File: src/rtl/sdram_pkg.sv
//////////////////////////////
// SDRAM bank definitions
// Address and payload types shared by the
// ROM slots, the arbiter and the top level
//////////////////////////////
package sdram_pkg;

    // One SDRAM bank holds 8M words of 16 bits
    localparam int sdram_aw  = 23;
    localparam int word_bits = 16;   // Width of one SDRAM read

    // Word address into the bank
    typedef logic [sdram_aw-1:0] sdram_addr_t;

    // Client payloads
    typedef logic [word_bits-1:0]   word16_t;   // Sound CPU, one read
    typedef logic [2*word_bits-1:0] word32_t;   // Graphics, two reads

    // Region bases inside the bank
    // Sound ROM sits high, graphics start at the bottom
    localparam sdram_addr_t snd_offset_default = 23'h38_0000;
    localparam sdram_addr_t gfx_offset_default = 23'h00_0000;

endpackage

File: src/rtl/bank_arbiter.sv
//////////////////////////////
// Bank arbiter
// Shares one SDRAM request port between two slots
// with round-robin priority
//////////////////////////////
module bank_arbiter (
    input  logic                   clk,
    input  logic                   arst_n,

    // Slot 0
    input  logic                   s0_req,
    input  sdram_pkg::sdram_addr_t s0_addr,
    output logic                   s0_ack,
    output logic                   s0_rdy,

    // Slot 1
    input  logic                   s1_req,
    input  sdram_pkg::sdram_addr_t s1_addr,
    output logic                   s1_ack,
    output logic                   s1_rdy,

    // SDRAM bank
    output logic                   sdram_req,
    output sdram_pkg::sdram_addr_t sdram_addr,
    input  logic                   sdram_ack,
    input  logic                   data_rdy
);

    logic busy;          // One request outstanding on the bank
    logic owner;         // Slot holding the bank
    logic last_served;   // Slot whose read completed last
    logic any_req;
    logic winner;

    assign any_req = s0_req | s1_req;

    // On a tie the slot not served last goes first
    assign winner = (s0_req && s1_req) ? ~last_served : s1_req;

    always_ff @(posedge clk or negedge arst_n) begin
        if (!arst_n) begin
            busy        <= 1'b0;
            owner       <= 1'b0;
            last_served <= 1'b1;   // slot 0 wins the first tie
            sdram_req   <= 1'b0;
        end else begin
            if (!busy) begin
                if (any_req) begin
                    busy      <= 1'b1;
                    owner     <= winner;
                    sdram_req <= 1'b1;
                end
            end else begin
                if (sdram_req && sdram_ack) begin
                    sdram_req <= 1'b0;
                end
                // Data back, bank is free again
                if (data_rdy) begin
                    busy        <= 1'b0;
                    last_served <= owner;
                end
            end
        end
    end

    // Owner keeps its address steady until its data returns
    assign sdram_addr = owner ? s1_addr : s0_addr;

    // Handshakes go back to the owner only
    assign s0_ack = busy && !owner && sdram_ack;
    assign s1_ack = busy &&  owner && sdram_ack;
    assign s0_rdy = busy && !owner && data_rdy;
    assign s1_rdy = busy &&  owner && data_rdy;

endmodule

File: src/rtl/rom_bank.sv
//////////////////////////////
// ROM bank
// Sound and graphics ROM slots sharing one
// SDRAM bank through a round-robin arbiter
//////////////////////////////
module rom_bank #(
    parameter int                     SND_AW     = 19,
    parameter int                     GFX_AW     = 20,
    parameter sdram_pkg::sdram_addr_t SND_OFFSET = sdram_pkg::snd_offset_default,
    parameter sdram_pkg::sdram_addr_t GFX_OFFSET = sdram_pkg::gfx_offset_default
) (
    input  logic                   clk,
    input  logic                   arst_n,

    // Sound CPU
    input  logic                   snd_cs,
    input  logic [SND_AW-1:0]      snd_addr,
    output logic                   snd_ok,
    output sdram_pkg::word16_t     snd_data,

    // Graphics
    input  logic                   gfx_cs,
    input  logic [GFX_AW-1:0]      gfx_addr,
    output logic                   gfx_ok,
    output sdram_pkg::word32_t     gfx_data,

    // SDRAM bank
    output logic                   sdram_req,
    output sdram_pkg::sdram_addr_t sdram_addr,
    input  logic                   sdram_ack,
    input  logic                   data_rdy,
    input  sdram_pkg::word16_t     data_read
);
    import sdram_pkg::*;

    // Slot 0 is sound, slot 1 graphics
    logic        s0_req;
    sdram_addr_t s0_addr;
    logic        s0_ack;
    logic        s0_rdy;
    logic        s1_req;
    sdram_addr_t s1_addr;
    logic        s1_ack;
    logic        s1_rdy;

    rom_slot #(
        .data_t     ( word16_t      ),
        .AW         ( SND_AW        ),
        .OFFSET     ( SND_OFFSET    )
    ) i_snd_slot (
        .clk        ( clk           ),
        .arst_n     ( arst_n        ),
        .cs         ( snd_cs        ),
        .addr       ( snd_addr      ),
        .ok         ( snd_ok        ),
        .data       ( snd_data      ),
        .req        ( s0_req        ),
        .sdram_addr ( s0_addr       ),
        .ack        ( s0_ack        ),
        .rdy        ( s0_rdy        ),
        .data_read  ( data_read     )
    );

    rom_slot #(
        .data_t     ( word32_t      ),   // two reads per word
        .AW         ( GFX_AW        ),
        .OFFSET     ( GFX_OFFSET    )
    ) i_gfx_slot (
        .clk        ( clk           ),
        .arst_n     ( arst_n        ),
        .cs         ( gfx_cs        ),
        .addr       ( gfx_addr      ),
        .ok         ( gfx_ok        ),
        .data       ( gfx_data      ),
        .req        ( s1_req        ),
        .sdram_addr ( s1_addr       ),
        .ack        ( s1_ack        ),
        .rdy        ( s1_rdy        ),
        .data_read  ( data_read     )
    );

    bank_arbiter i_arbiter (
        .clk        ( clk           ),
        .arst_n     ( arst_n        ),
        .s0_req     ( s0_req        ),
        .s0_addr    ( s0_addr       ),
        .s0_ack     ( s0_ack        ),
        .s0_rdy     ( s0_rdy        ),
        .s1_req     ( s1_req        ),
        .s1_addr    ( s1_addr       ),
        .s1_ack     ( s1_ack        ),
        .s1_rdy     ( s1_rdy        ),
        .sdram_req  ( sdram_req     ),
        .sdram_addr ( sdram_addr    ),
        .sdram_ack  ( sdram_ack     ),
        .data_rdy   ( data_rdy      )
    );

endmodule

File: src/rtl/rom_slot.sv
//////////////////////////////
// ROM slot
// Keeps the last fetched payload, compares the client
// address against it and fetches 16-bit SDRAM words
// on a miss, lowest word first
//////////////////////////////
module rom_slot #(
    parameter type                    data_t = sdram_pkg::word16_t,
    parameter int                     AW     = 19,
    parameter sdram_pkg::sdram_addr_t OFFSET = sdram_pkg::snd_offset_default
) (
    input  logic                   clk,
    input  logic                   arst_n,

    // Client port
    input  logic                   cs,
    input  logic [AW-1:0]          addr,
    output logic                   ok,
    output data_t                  data,

    // Towards the bank arbiter
    output logic                   req,
    output sdram_pkg::sdram_addr_t sdram_addr,
    input  logic                   ack,
    input  logic                   rdy,
    input  sdram_pkg::word16_t     data_read
);
    import sdram_pkg::*;

    localparam int NWORDS = $bits(data_t) / word_bits;   // SDRAM reads per payload
    localparam int SHIFT  = $clog2(NWORDS);
    localparam int CW     = (NWORDS > 1) ? SHIFT : 1;

    logic [AW-1:0]            last_addr;    // Address of the cached or running fetch
    logic                     valid;        // Payload holds last_addr
    logic                     busy;         // Fetch under way
    logic [CW-1:0]            word_cnt;
    logic [$bits(data_t)-1:0] payload;

    logic                     hit;
    logic                     pending;
    logic                     miss;
    logic                     last_word;
    logic                     fetch_done;
    sdram_addr_t              base_addr;

    // First SDRAM word of the client address
    assign base_addr = OFFSET + (sdram_addr_t'(addr) << SHIFT);

    assign hit       = valid && (addr == last_addr);
    assign pending   = busy && (addr == last_addr);   // already being fetched
    assign miss      = cs && !hit && !pending;
    assign last_word = (word_cnt == CW'(NWORDS - 1));

    // Final word arrives and nobody asked for something else meanwhile
    assign fetch_done = busy && rdy && last_word && !miss;

    // Sequencer
    always_ff @(posedge clk or negedge arst_n) begin
        if (!arst_n) begin
            last_addr  <= '0;
            valid      <= 1'b0;
            busy       <= 1'b0;
            req        <= 1'b0;
            word_cnt   <= '0;
            sdram_addr <= '0;
        end else begin
            if (req && ack) begin
                req <= 1'b0;   // Request taken, now wait for data
            end

            if (miss && (!busy || rdy)) begin
                // New fetch, or restart once the current word is in
                busy       <= 1'b1;
                valid      <= 1'b0;
                req        <= 1'b1;
                last_addr  <= addr;
                word_cnt   <= '0;
                sdram_addr <= base_addr;
            end else if (busy && rdy) begin
                if (last_word) begin
                    busy  <= 1'b0;
                    valid <= 1'b1;
                end else begin
                    // Next half of the payload
                    word_cnt   <= word_cnt + 1'b1;
                    sdram_addr <= sdram_addr + 1'b1;
                    req        <= 1'b1;
                end
            end
        end
    end

    // Payload assembly, one 16-bit lane per returned word
    always_ff @(posedge clk) begin
        if (busy && rdy) begin
            payload[word_cnt*word_bits +: word_bits] <= data_read;
        end
    end

    // ok follows cs and the address with one cycle of delay
    always_ff @(posedge clk or negedge arst_n) begin
        if (!arst_n) begin
            ok <= 1'b0;
        end else begin
            ok <= cs && (hit || fetch_done);
        end
    end

    assign data = data_t'(payload);

endmodule

File: config.mk
export PLATFORM = sky130hd
export DESIGN_NAME = rom_bank
export DESIGN_NICKNAME = d
export VERILOG_FILES = /design/src/rtl/sdram_pkg.sv /design/src/rtl/bank_arbiter.sv /design/src/rtl/rom_bank.sv /design/src/rtl/rom_slot.sv
export SDC_FILE = /design/constraint.sdc
export NUM_CORES = 1
export LEC_CHECK = 0
export BUFFER_PORTS_ARGS = -buffer_cell sky130_fd_sc_hd__buf_2
export CAP_MARGIN = 20
export CORE_MARGIN = 2
export CORE_UTILIZATION = 45
export DETAILED_ROUTE_END_ITERATION = 7
export PLACE_DENSITY = 0.67
export SLEW_MARGIN = 20
export SYNTH_ARGS = -nofsm -noshare
export SYNTH_HDL_FRONTEND = slang
export SYNTH_SLANG_ARGS = --single-unit
File: constraint.sdc
create_clock -name clk -period 5.9 [get_ports clk]
set_clock_uncertainty 0.15 [all_clocks]
set_input_delay 1.18 -clock clk [delete_from_list [all_inputs] [get_ports clk]]
set_output_delay 1.18 -clock clk [all_outputs]
set_load 0.01 [all_outputs]
# ---- Yosys cells after proc, flatten, opt, wreduce, memory -nomap -nowiden
# Cells that the tools add are included.
dict set report totals {
  wordCells 135
  regBits 147
  inputBits 61
}
dict set report op_classes {
  bitwise 4
  n_eq_ne 5
  n_shift 4
  n_addsub 7
  n_reduce_logical 53
  n_mux 42
}
# operator count
set ops {}
lappend ops {{$mux 23} 7}
lappend ops {{$neg 5->34} 2}
lappend ops {{$add 23x1->23 const B} 2}
lappend ops {{$shift 16x34->16 const A} 1}
lappend ops {{$shift 16x34->32 const A} 1}
lappend ops {{$shiftx 16x34->16} 1}
lappend ops {{$shiftx 16x34->32} 1}
lappend ops {{$mux 1} 33}
lappend ops {{$bwmux 32} 1}
lappend ops {{$logic_and 1x1->1} 28}
lappend ops {{$add 22x19->23 const A} 1}
lappend ops {{$eq 20x20->1} 1}
lappend ops {{$eq 19x19->1} 1}
lappend ops {{$bwmux 16} 1}
lappend ops {{$reduce_and 2->1} 7}
lappend ops {{$reduce_bool 2->1} 5}
lappend ops {{$logic_not 1->1} 9}
lappend ops {{$ne 2x2->1 const B} 3}
lappend ops {{$logic_or 1x1->1} 4}
lappend ops {{$not 1->1} 3}
lappend ops {{$add 1x1->1 const B} 2}
lappend ops {{$or 1x1->1} 1}

# ---- Longest topological paths before layout
# Gate-level depths: netlist of the first run.
dict set report depth {
  word_depth 9
  mapped_depth 8
}

# ---- Modules after synthesis
# A second synthesis of the first run with hierarchy kept.
dict set report hier_totals {
  hier_cells 508
  hier_area_um2 6954.2
}
# module n_inst cells_each area_per_inst_um2
set modules_own_cells {}
lappend modules_own_cells {{rom_slot at i_gfx_slot} 1 317 3843.7}
lappend modules_own_cells {{rom_slot at i_snd_slot} 1 146 2565.0}
lappend modules_own_cells {bank_arbiter 1 45 545.5}

# ---- Least setup slack after synthesis of the first run
# Ideal clock, no wire load.
dict set report synth_path {
  path_type {input -> register}
  start {input port data_rdy}
  end {register i_snd_slot.ok}
  slack_ns 2.733
  required_time_ns 5.661
  arrival_ns 2.928
  setup_time_ns 0.089
  stages 4
  path_buffers 0
  cell_sequence {nand2_1 nor3b_1 nor2_1 nor3b_1}
}
dict set report synth_via {
  elab_chain_cells 6
}
# item line
set synth_lines {}
lappend synth_lines {{from (decl)} rom_bank.sv:31} ;# input logic data_rdy,
lappend synth_lines {{$logic_and 1x1->1} bank_arbiter.sv:72} ;# assign s0_rdy = busy && !owner && data_rdy;
lappend synth_lines {{$logic_and 1x1->1 (3 in series)} rom_slot.sv:56} ;# assign fetch_done = busy && rdy && last_word && !miss;
lappend synth_lines {{$logic_or 1x1->1} rom_slot.sv:106} ;# ok <= cs && (hit || fetch_done);
lappend synth_lines {{$logic_and 1x1->1} rom_slot.sv:106}
lappend synth_lines {{to (signal assigned)} rom_slot.sv:106}
lappend synth_lines {{to (decl)} rom_slot.sv:18} ;# output logic ok,
# No other way between the ends.
# A chain may end at the register's enable or synchronous reset.

# ---- Worst setup path after layout of the first run
dict set report layout_path {
  start {input port snd_addr[11]}
  end {register i_snd_slot.sdram_addr[1]}
}
dict set report layout_via {
  elab_chain_cells 8
  elab_cells_between_ends 12
  classes_between {eq/ne: 1; mux: 1; reduce/logical: 10}
}
# item line
set layout_lines {}
lappend layout_lines {{from (decl)} rom_bank.sv:17} ;# input logic [SND_AW-1:0] snd_addr,
lappend layout_lines {{$eq 19x19->1 *} {rom_slot.sv:50, rom_slot.sv:51}}
lappend layout_lines {{$logic_and 1x1->1} rom_slot.sv:50} ;# assign hit = valid && (addr == last_addr);
lappend layout_lines {{$logic_not 1->1} rom_slot.sv:52} ;# assign miss = cs && !hit && !pending;
lappend layout_lines {{$logic_and 1x1->1} rom_slot.sv:52}
lappend layout_lines {{$logic_and 1x1->1 *} rom_slot.sv:52}
lappend layout_lines {{$logic_and 1x1->1 *} rom_slot.sv:72} ;# if (miss && (!busy || rdy)) begin
lappend layout_lines {{$reduce_bool 2->1 (no source line)} --}
lappend layout_lines {{$reduce_and 2->1 (no source line)} --}
lappend layout_lines {{to (signal assigned)} rom_slot.sv:79} ;# sdram_addr <= base_addr;
lappend layout_lines {{to (signal assigned)} rom_slot.sv:87} ;# sdram_addr <= sdram_addr + 1'b1;
lappend layout_lines {{to (decl)} rom_slot.sv:23} ;# output sdram_pkg::sdram_addr_t sdram_addr,
# Every way passes the cells marked *; elsewhere a longest branch is shown, timed or not.

==> results.yml, run 1 <==
outcome:
  status: "completed"
clocking:
  cts_tree: "built"
  htree_levels: 4
  clk_pin_slew_worst_paths_ns: 0.06
  cts.sinks: 146
  hold_buffers: 0
  ctsLongestPathBuffers: 2
  clockRootBuffer: "clkbuf_16"
  clk-insertion-delay-late_ns: 0.43
  cts_buffers: 17
  ctsResizeCount: 0
  post_cts_buffers: 0
die:
  core.rowCount: 44
  ios: 135
  dieArea_mm2: 0.0160
  fp.dieH_um: 126
  initial_utilization: 0.462
  die_x_um: 126
  coreArea_mm2: 0.0146
timing:
  fin_ws_ns: 2.56
  hold_viol: 0
  setup-violations-final: 0
  rsz0062_at_grt: "no"
  slew_viol_final: 0
  fmax_mhz: 300
  fin_crit_ns: 3.34
  relSlewSlack: 0.359
  fin_crit_sh: 0.566
  whs_ns: 0.312
  tightest_slew_ns: 0.960
  setup_tns_ns: 0
pwr:
  combPwrFrac: 0.321
  cellPowerDensity_mw_per_mm2: 511
  internal-power_mw: 2.72
  p_switching_mw: 1.44
  power.share.clock: 0.258
  seq_power_share: 0.421
  leakage_nw: 3.40
  total_power_mw: 4.16
  peakVddDrop_uv: 278
  swShare: 0.346
synthesis:
  netlist_area_mm2: 0.00673
  ys_warn_count: 0
  synthSimpleGateAreaFrac: 0.130
  synthMuxAreaShare: 0.138
  yosysTopAreaCell: "dfrtp_1"
  avgSynthCellArea_um2: 12.9
  synthArstFlopShare: 0.671
  synth-adder-area-share: 0.00186
  synth_edf_count: 48
  ys_types: 60
  ys_ff_latch: 146
  synth_ff_type: "dfrtp_1"
  yosys-top-cells-area: "dfrtp_1 36%, edfxtp_1 21%, mux2_2 13%, xnor2_1 4.7%, nand2_1 2.0%"
  synth_top_family_by_area: "multiplexers"
  syn_nets: 586
  synth_top_area_frac: 0.360
  synthXorXnorAreaFrac: 0.0520
  ys_seq_area_frac: 0.578
  synth-compound-area-share: 0.0713
  synthCells: 524
cells_and_area:
  nets: 722
  drive_gt1_frac: 0.394
  postLayoutCellArea_mm2: 0.00814
  stdcell_count: 857
  final_util: 0.558
  final-seq-area_mm2: 0.00389
  multi_input_area_mm2: 0.00267
  synthToLayoutAreaGrowth_pct: 20.9
  final_cell_mix: "133 x buf_2, 97 x dfrtp_1, 78 x mux2_2, 48 x edfxtp_1"
  num-fill-cells: 1235
  final_common_cell: "buf_2"
  antenna_cells: 0
worst_hold_path:
  holdPathStages: 1
  min_path_type: "register to register"
  holdPathEnd: "i_snd_slot.sdram_addr[21]"
  min_from: "i_snd_slot.sdram_addr[21]"
drt:
  drt_iter0_markers: 285
  drc: 0
  via_per_inst: 5.45
  wl_per_cell_um: 18.0
  drt-pass1-iter-count: 4
  antenna_left: 0
  vias: 4669
  wirelength_um: 15400
critical_path:
  cp.required_ns: 6.06
  slowest_delay_ns: 0.63
  slowest_stage: "o21ai_4"
  path_cells: "buf_2 -> xor2_1 -> nor3_1 -> a31oi_1 -> o21ai_4 -> buf_4 -> mux2_2"
  r2r_setup_slack_ns: 2.83
  end_kind: "register"
  worst_setup_path_start_kind: "input pin"
  cp_data_arrival_time_ns: 3.50
  timing.rr.start: "i_gfx_slot.last_word"
  crit_type: "input pin to register"
  r2r-end: "i_gfx_slot.sdram_addr[17]"
  critPathMaxFanout: 23
  reg2reg_depth: 6
global_route:
  grt_usage: 0.201
  grt-ovfl-total: 0
  first_global_vias: 4664
  grt_pass1_wl_um: 24800
  grt_max_degree: 58
  antenna_found_initial: 0
placed_design:
  dp_slack_ns: 2.13
  dp_cells: 825
  portBuffers: 134
  place_hpwl_um: 11000
  place.gp.congestion: 0.891
  placed_area_mm2: 0.00756
job:
  max_cap_violations: 0
[routing by layer]
metal  wire (um)  share of wire  vias to the layer above  GRT usage
met2        7480           0.49                      159      0.325
met4         196          0.013                        0     0.0672
met3         886          0.058                       15     0.0464
met5           0              0                        -          0
met1        6850           0.44                     2305      0.271
li1            -              -                     2190          -
[critical path, delay by kind of cell]
family | cells | cell delay, ns
simple gates | 1 | 0.42
buf+inv | 2 | 0.52
compound gates | 2 | 0.85
xor+xnor | 1 | 0.13
mux | 1 | 0.39
[power groups by stage]
| stage | registers [mW] | clock network (mW) | logic (mW) |
|---|---|---|---|
| after floorplan | 1.67 | 0 | 0.988 |
| after global placement | 1.74 | 0 | 1.30 |
| after detailed placement | 1.77 | 0 | 1.34 |
| after CTS | 1.75 | 1.10 | 1.35 |
| after global routing | 1.80 | 1.14 | 1.47 |
| final | 1.75 | 1.07 | 1.34 |
[flip-flops by register name (all words and copies together) (netlist names), 16 cells and up]
register	flops
i_gfx_slot.data	32
i_gfx_slot.last_addr	20
i_gfx_slot.sdram_addr	23
i_snd_slot.data	16
i_snd_slot.last_addr	19
i_snd_slot.sdram_addr	23
[synth_stat cells (2+ instances only)]
cell and instances:
nand4_1 13, nor2b_1 17, inv_1 12, nand3_1 8, o21ai_0 8, dfrtp_1 97
and4_1 4, nor3_1 6, clkbuf_8 3, nand4b_1 2, and2_1 17, or3_1 7
clkbuf_1 6, o211ai_1 4, buf_6 3, a211oi_1 2, mux2_2 78, a221o_1 10
xnor2_1 36, or4_1 2, a311oi_1 2, nor2_1 19, mux2i_1 5, nor3b_1 3
edfxtp_1 48, buf_2 8, nor4_4 2, buf_1 2, and3_1 5, nand2_1 36
nand2b_1 6, a31o_2 2, o31ai_1 2, a21oi_1 16, xor2_1 4, or2_2 2
a31oi_1 4
[logic make-up (layout without fill, tap and decap cells)]
family | count (synthesis) | after routing
buffers and inverters | 35 | 184
AND/OR/NAND/NOR | 153 | 153
XOR/XNOR | 40 | 40
flip-flops | 146 | 146
AO/OA/AOI/OAI | 66 | 66
multiplexers | 83 | 83
adder cells (fa/ha/maj) | 1 | 1
[layout make-up]
type                       instances  area share
timing repair buffer             140      0.0882
sequential                       146       0.478
tap                              184      0.0283
multi-input combinational        343       0.328
clock buffer                      17      0.0522
clock inverter                    15      0.0200
inverter                          12     0.00553
[worst max-delay path by stage]
stage / startpoint / to / slack (ns) / cells past startpoint
global placement: snd_addr[11] / i_snd_slot.sdram_addr[10] / 2.22 / 7
global route: snd_addr[11] / i_snd_slot.sdram_addr[1] / 2.45 / 7
detailed placement: snd_addr[11] / i_snd_slot.sdram_addr[1] / 2.13 / 7
CTS: snd_addr[11] / i_snd_slot.sdram_addr[1] / 2.57 / 7
finish: snd_addr[11] / i_snd_slot.sdram_addr[1] / 2.56 / 7
floorplan: data_rdy / i_snd_slot.ok / 2.73 / 4
Power figures use the tool's default switching activity.
==> inputs of run 2 (changes only) <==
--- a/config.mk
+++ b/config.mk
@@ -5,6 +5,7 @@
 export SDC_FILE = /design/constraint.sdc
 export NUM_CORES = 1
 export LEC_CHECK = 0
+export ABC_AREA = 1
 export BUFFER_PORTS_ARGS = -buffer_cell sky130_fd_sc_hd__buf_2
 export CAP_MARGIN = 20
 export CORE_MARGIN = 2
==> constraint.sdc (replaced) <==
create_clock -name clk -period 3.48 [get_ports clk]
set_clock_uncertainty 0.15 [all_clocks]
set_input_delay 0.696 -clock clk [delete_from_list [all_inputs] [get_ports clk]]
set_output_delay 0.696 -clock clk [all_outputs]
set_load 0.01 [all_outputs]
==> run 2 against run 1 <==
Effect of this change: die area rose by 2.9%; worst hold slack got worse by 0.20 ns; core utilization fell by 0.40 points; design area rose by 3.1%; routed wire length rose by 4.0%; combinational power rose by 63%; non-clock buffer count rose by 4; setup slack got worse by 1.8 ns; sequential share of layout area fell by 1.4 points; register-to-register slack got worse by 1.8 ns; critical path type is now register to primary output; critical endpoint is now sdram_addr[18].
==> results.yml, run 2 <==
clocking:
  cts.sinks: 146
  clk_pin_slew_worst_paths_ns: 0.06
  clk-insertion-delay-late_ns: 0.43
  htree_levels: 4
  post_cts_buffers: 0
  cts_buffers: 17
  ctsLongestPathBuffers: 2
  hold_buffers: 0
  cts_tree: "built"
  clockRootBuffer: "clkbuf_16"
  ctsResizeCount: 0
cells_and_area:
  nets: 1001
  drive_gt1_frac: 0.211
  stdcell_count: 1140
  antenna_cells: 0
  final_util: 0.554
  num-fill-cells: 1387
  multi_input_area_mm2: 0.00245
  synthToLayoutAreaGrowth_pct: 21.1
  largest_register_ffs: 32
  final_common_cell: "nand2_1"
  final_cell_mix: "248 x nand2_1, 133 x buf_2, 117 x inv_1, 97 x dfrtp_1, 63 x o21ai_0"
  final-seq-area_mm2: 0.00389
  postLayoutCellArea_mm2: 0.00839
synthesis:
  synthArstFlopShare: 0.671
  yosysTopAreaCell: "dfrtp_1"
  yosysMostFrequentCell: "nand2_1"
  yosys-top-cells-area: "dfrtp_1 35%, edfxtp_1 21%, nand2_1 13%, inv_1 6.3%, o21ai_0 4.5%"
  ys_types: 34
  synthTopCellsByCount: "248 x nand2_1, 117 x inv_1, 97 x dfrtp_1, 63 x o21ai_0, 50 x nand3_1"
  syn_nets: 867
  ys_seq_area_frac: 0.562
  ys_ff_latch: 146
  synthCells: 805
  ys_warn_count: 0
  synth_ff_type: "dfrtp_1"
  synth_edf_count: 48
  synth_top_area_frac: 0.350
  avgSynthCellArea_um2: 8.61
  netlist_area_mm2: 0.00693
die:
  die_x_um: 128
  core.rowCount: 45
  dieArea_mm2: 0.0164
  initial_utilization: 0.458
  coreArea_mm2: 0.0151
  ios: 135
  fp.dieH_um: 128
global_route:
  first_global_vias: 5267
  antenna_found_initial: 0
  grt_max_degree: 65
  grt_pass1_wl_um: 26400
  grt_usage: 0.207
  grt-ovfl-total: 0
timing:
  slew_viol_final: 0
  fin_crit_sh: 0.790
  tightest_slew_ns: 0.549
  fmax_mhz: 364
  fin_crit_ns: 2.75
  relSlewSlack: 0.634
  setup-violations-final: 0
  fin_ws_ns: 0.732
  hold_viol: 0
  rsz0062_at_grt: "no"
  setup_tns_ns: 0
worst_hold_path:
  min_path_type: "input pin to async pin"
critical_path:
  r2r_setup_slack_ns: 1.03
  crit_type: "register to primary output"
  r2r-end: "i_snd_slot.last_addr[14]"
  critPathMaxFanout: 37
  cp.required_ns: 2.63
  reg2reg_depth: 7
  cp_data_arrival_time_ns: 1.90
  timing.rr.start: "i_arbiter.owner"
  worst_setup_path_start_kind: "register"
  end_kind: "primary output"
drt:
  antenna_left: 0
  vias: 5537
  via_per_inst: 4.86
  drt_iter0_markers: 449
  wirelength_um: 16000
  wl_per_cell_um: 14.1
  drc: 0
  drt-pass1-iter-count: 5
placed_design:
  place.gp.congestion: 0.840
  portBuffers: 134
  dp_slack_ns: 0.806
  dp_cells: 1108
  place_hpwl_um: 11600
  placed_area_mm2: 0.00780
pwr:
  leakage_nw: 4.30
  cellPowerDensity_mw_per_mm2: 811
  peakVddDrop_uv: 390
outcome:
  status: "completed"
job:
  max_cap_violations: 0
[run 2: cell count changes after synthesis, moves of 17 or more]
cell	before	now
mux2_2	78	0
o21ai_0	8	63
and2_1	17	0
nand2_1	36	248
nor2_1	19	46
nand3_1	8	50
inv_1	12	117
nor2b_1	17	0
[run 2: worst max path at each step]
stage,start,to,slack [ns]
finish,i_arbiter.owner,sdram_addr[18],0.73
global route,i_arbiter.owner,sdram_addr[15],0.61
CTS,i_arbiter.owner,sdram_addr[18],0.79
detailed placement,gfx_addr[11],i_gfx_slot.sdram_addr[7],0.81
global placement,gfx_addr[14],i_gfx_slot.sdram_addr[7],0.86
floorplan,data_rdy,i_gfx_slot.ok,1.14
[run 2: where the power goes]
part / internal [mW] / switching (mW) / leakage, nW
logic: 0.792 / 1.38 / 2.36
registers: 2.37 / 0.404 / 1.64
clock network: 1.08 / 0.777 / 0.294
total: 4.24 / 2.57 / 4.30
[run 2: area by class of cell]
class	count	share of cell area
clock inverter	15	0.0203
multi-input combinational	511	0.291
timing repair buffer	144	0.0921
sequential	146	0.464
clock buffer	17	0.0507
tap	188	0.0280
inverter	119	0.0535
[run 2: through the flow]
stage          power (mW)  hold slack (ns)
2_1_floorplan        4.24            0.250
3_3_place_gp         4.95            0.279
3_5_place_dp         4.98            0.286
4_1_cts              6.86            0.116
5_1_grt              7.31            0.142
6_report             6.80            0.108
[run 2: critical path, cell delays in order (launching register included)]
cell	delay (ns)
dfrtp_1	0.60
inv_1	0.11
buf_4	0.26
o21ai_0	0.30
buf_2	0.19
[run 2: cells by family (layout without fill, tap and decap cells)]
family                   after synthesis  in the layout  share of synthesized area
AO/OA/AOI/OAI                         88             88                     0.0653
XOR/XNOR                              31             31                     0.0392
adder cells (fa/ha/maj)                1              1                    0.00180
buffers and inverters                148            295                     0.0877
flip-flops                           146            146                      0.562
AND/OR/NAND/NOR                      391            391                      0.244
[run 2: per-layer routing]
layer / up-vias / global-route usage / wire length, um
met1: 2547 / 0.295 / 7650
met5: - / 0 / 0
li1: 2807 / - / -
met4: 0 / 0.0705 / 272
met2: 162 / 0.314 / 7140
met3: 21 / 0.0488 / 956
==> inputs of run 3 (changes only) <==
--- a/config.mk
+++ b/config.mk
@@ -5,7 +5,7 @@
 export SDC_FILE = /design/constraint.sdc
 export NUM_CORES = 1
 export LEC_CHECK = 0
-export ABC_AREA = 1
+export ABC_AREA = 0
 export BUFFER_PORTS_ARGS = -buffer_cell sky130_fd_sc_hd__buf_2
 export CAP_MARGIN = 20
 export CORE_MARGIN = 2
==> constraint.sdc (replaced) <==
create_clock -name clk -period 2.7 [get_ports clk]
set_clock_uncertainty 0.15 [all_clocks]
set_input_delay 0.54 -clock clk [delete_from_list [all_inputs] [get_ports clk]]
set_output_delay 0.54 -clock clk [all_outputs]
set_load 0.01 [all_outputs]
==> run 3 against run 2 <==
Effect of this change: sequential share of layout area increased by 0.87 points; sequential power increased by 35%; critical endpoint is now sdram_addr[3]; routed wire length decreased by 6.1%; setup slack got worse by 0.54 ns; combinational power increased by 39%; first-iteration DRC count decreased by 43%; worst hold slack improved by 0.056 ns; global-route usage decreased by 1.2 points; count of clock-buffer cells in the layout increased by 1; final cell count decreased by 24%.
==> results.yml, run 3 (synthesis gave the netlist of run 1 again) <==
clocking:
  cts_tree: "built"
  post_cts_buffers: 0
  clockRootBuffer: "clkbuf_16"
  clk_pin_slew_worst_paths_ns: 0.06
  cts.sinks: 146
  clk-insertion-delay-late_ns: 0.42
  cts_buffers: 17
  ctsLongestPathBuffers: 2
  htree_levels: 4
cells_and_area:
  antenna_cells: 0
  stdcell_count: 869
  final_cell_mix: "133 x buf_2, 97 x dfrtp_1, 78 x mux2_2, 48 x edfxtp_1"
  drive_gt1_frac: 0.403
  largest_register_ffs: 32
  postLayoutCellArea_mm2: 0.00824
  final_common_cell: "buf_2"
  nets: 734
  synthToLayoutAreaGrowth_pct: 22.4
  num-fill-cells: 1193
drt:
  drt_iter0_markers: 258
  via_per_inst: 5.41
  wl_per_cell_um: 17.3
  vias: 4705
  antenna_left: 0
  wirelength_um: 15000
  drt-pass1-iter-count: 4
  drc: 0
critical_path:
  end_kind: "primary output"
  cp_top_family: "buffers and inverters"
  cp_data_arrival_time_ns: 1.82
  cp.required_ns: 2.01
  path_cells: "buf_4 -> mux2_2 -> buf_2"
  cp_num_buf_inv: 2
  critPathMaxFanout: 23
  timing.rr.start: "i_snd_slot.last_addr[11]"
  slowest_delay_ns: 0.48
  slowest_stage: "dfrtp_1"
  crit_type: "register to primary output"
  worst_setup_path_start_kind: "register"
  setup.worst_path.start: "i_arbiter.owner"
  r2r_setup_slack_ns: 0.32
die:
  fp.dieH_um: 126
  dieArea_mm2: 0.0160
  core.rowCount: 44
  initial_utilization: 0.462
  die_x_um: 126
  ios: 135
  coreArea_mm2: 0.0146
placed_design:
  dp_cells: 836
  place.gp.congestion: 0.880
  placed_area_mm2: 0.00768
  portBuffers: 134
  place_hpwl_um: 11100
pwr:
  peakVddDrop_uv: 588
  cellPowerDensity_mw_per_mm2: 1090
  total_power_mw: 8.97
  leakage_nw: 3.45
global_route:
  grt_pass1_wl_um: 24400
  grt_usage: 0.196
  first_global_vias: 4747
  grt_max_degree: 48
  antenna_found_initial: 0
  grt-ovfl-total: 0
timing:
  setup-violations-final: 0
  hold_viol: 0
  slew_viol_final: 0
  relSlewSlack: 0.550
  whs_ns: 0.163
  tightest_slew_ns: 0.673
  fin_crit_ns: 2.51
  fmax_mhz: 399
  rsz0062_at_grt: "no"
  setup_tns_ns: 0
  fin_crit_sh: 0.929
worst_hold_path:
  min_from: "data_read[0]"
  min_path_type: "input pin to register"
job:
  max_cap_violations: 0
outcome:
  status: "completed"
-- run 3: cell count changes in the layout (fill, tap and decap cells not counted), sizes merged, moves of 34 or more --
cell and change:
nor2 -34, nand3 -44, o21ai -67, inv -110, mux2 +78, nand2 -217
-- run 3: final cells by class --
| type | count | area (um^2) | share of cell area |
|---|---|---|---|
| clock buffer | 18 | 429 | 0.0521 |
| sequential | 146 | 3890 | 0.473 |
| timing repair buffer | 152 | 848 | 0.103 |
| tap | 184 | 230 | 0.0279 |
| clock inverter | 14 | 120 | 0.0146 |
| inverter | 12 | 45.0 | 0.00547 |
| multi-input combinational | 343 | 2670 | 0.324 |
-- run 3: layer usage --
layer | wire, um | vias up | global-route usage
met1 | 6630 | 2308 | 0.256
met3 | 929 | 24 | 0.0527
met5 | 0 | - | 0
met4 | 225 | 0 | 0.0621
li1 | - | 2210 | -
met2 | 7260 | 163 | 0.320
-- run 3: report_power, final --
group          switching, mW  internal (mW)  total (mW)
registers              0.615           3.13        3.75
logic                   1.48           1.56        3.04
clock network          0.978           1.20        2.18
total                   3.08           5.89        8.97
-- run 3: repair_timing --
item	4_1_cts	5_1_grt
endpoints found under the hold margin	31	0
hold buffers	1	0
setup endpoints to repair	0	4
gates resized for setup	0	1
-- run 3: worst paths after layout --
check | endpoint | depth (start not counted)
max | sdram_addr[3] | 3
max in group asynchronous | i_arbiter.last_served | 3
max reg2reg | i_snd_slot.last_addr[12] | 6
min in group asynchronous | i_snd_slot.sdram_addr[14] | 2
min | i_snd_slot.data[0] | 1
min reg2reg | i_snd_slot.sdram_addr[19] | 1
-- run 3: worst register-to-register path, cell delays in order (launching register included) --
cell and delay, ns:
dfrtp_1 0.38, xor2_1 0.16, nor3_1 0.45, a31oi_1 0.22, o21ai_4 0.22, buf_4 0.29, mux2_2 0.39
-- run 3: stage by stage --
| stage | setup slack [ns] | util |
|---|---|---|
| after CTS | 0.169 | 0.564 |
| after global routing | 0.111 | 0.565 |
| after detailed placement | -0.0194 | 0.526 |
| after global placement | -0.0187 | 0.526 |
| after floorplan | 0.173 | - |
| final | 0.191 | 0.565 |
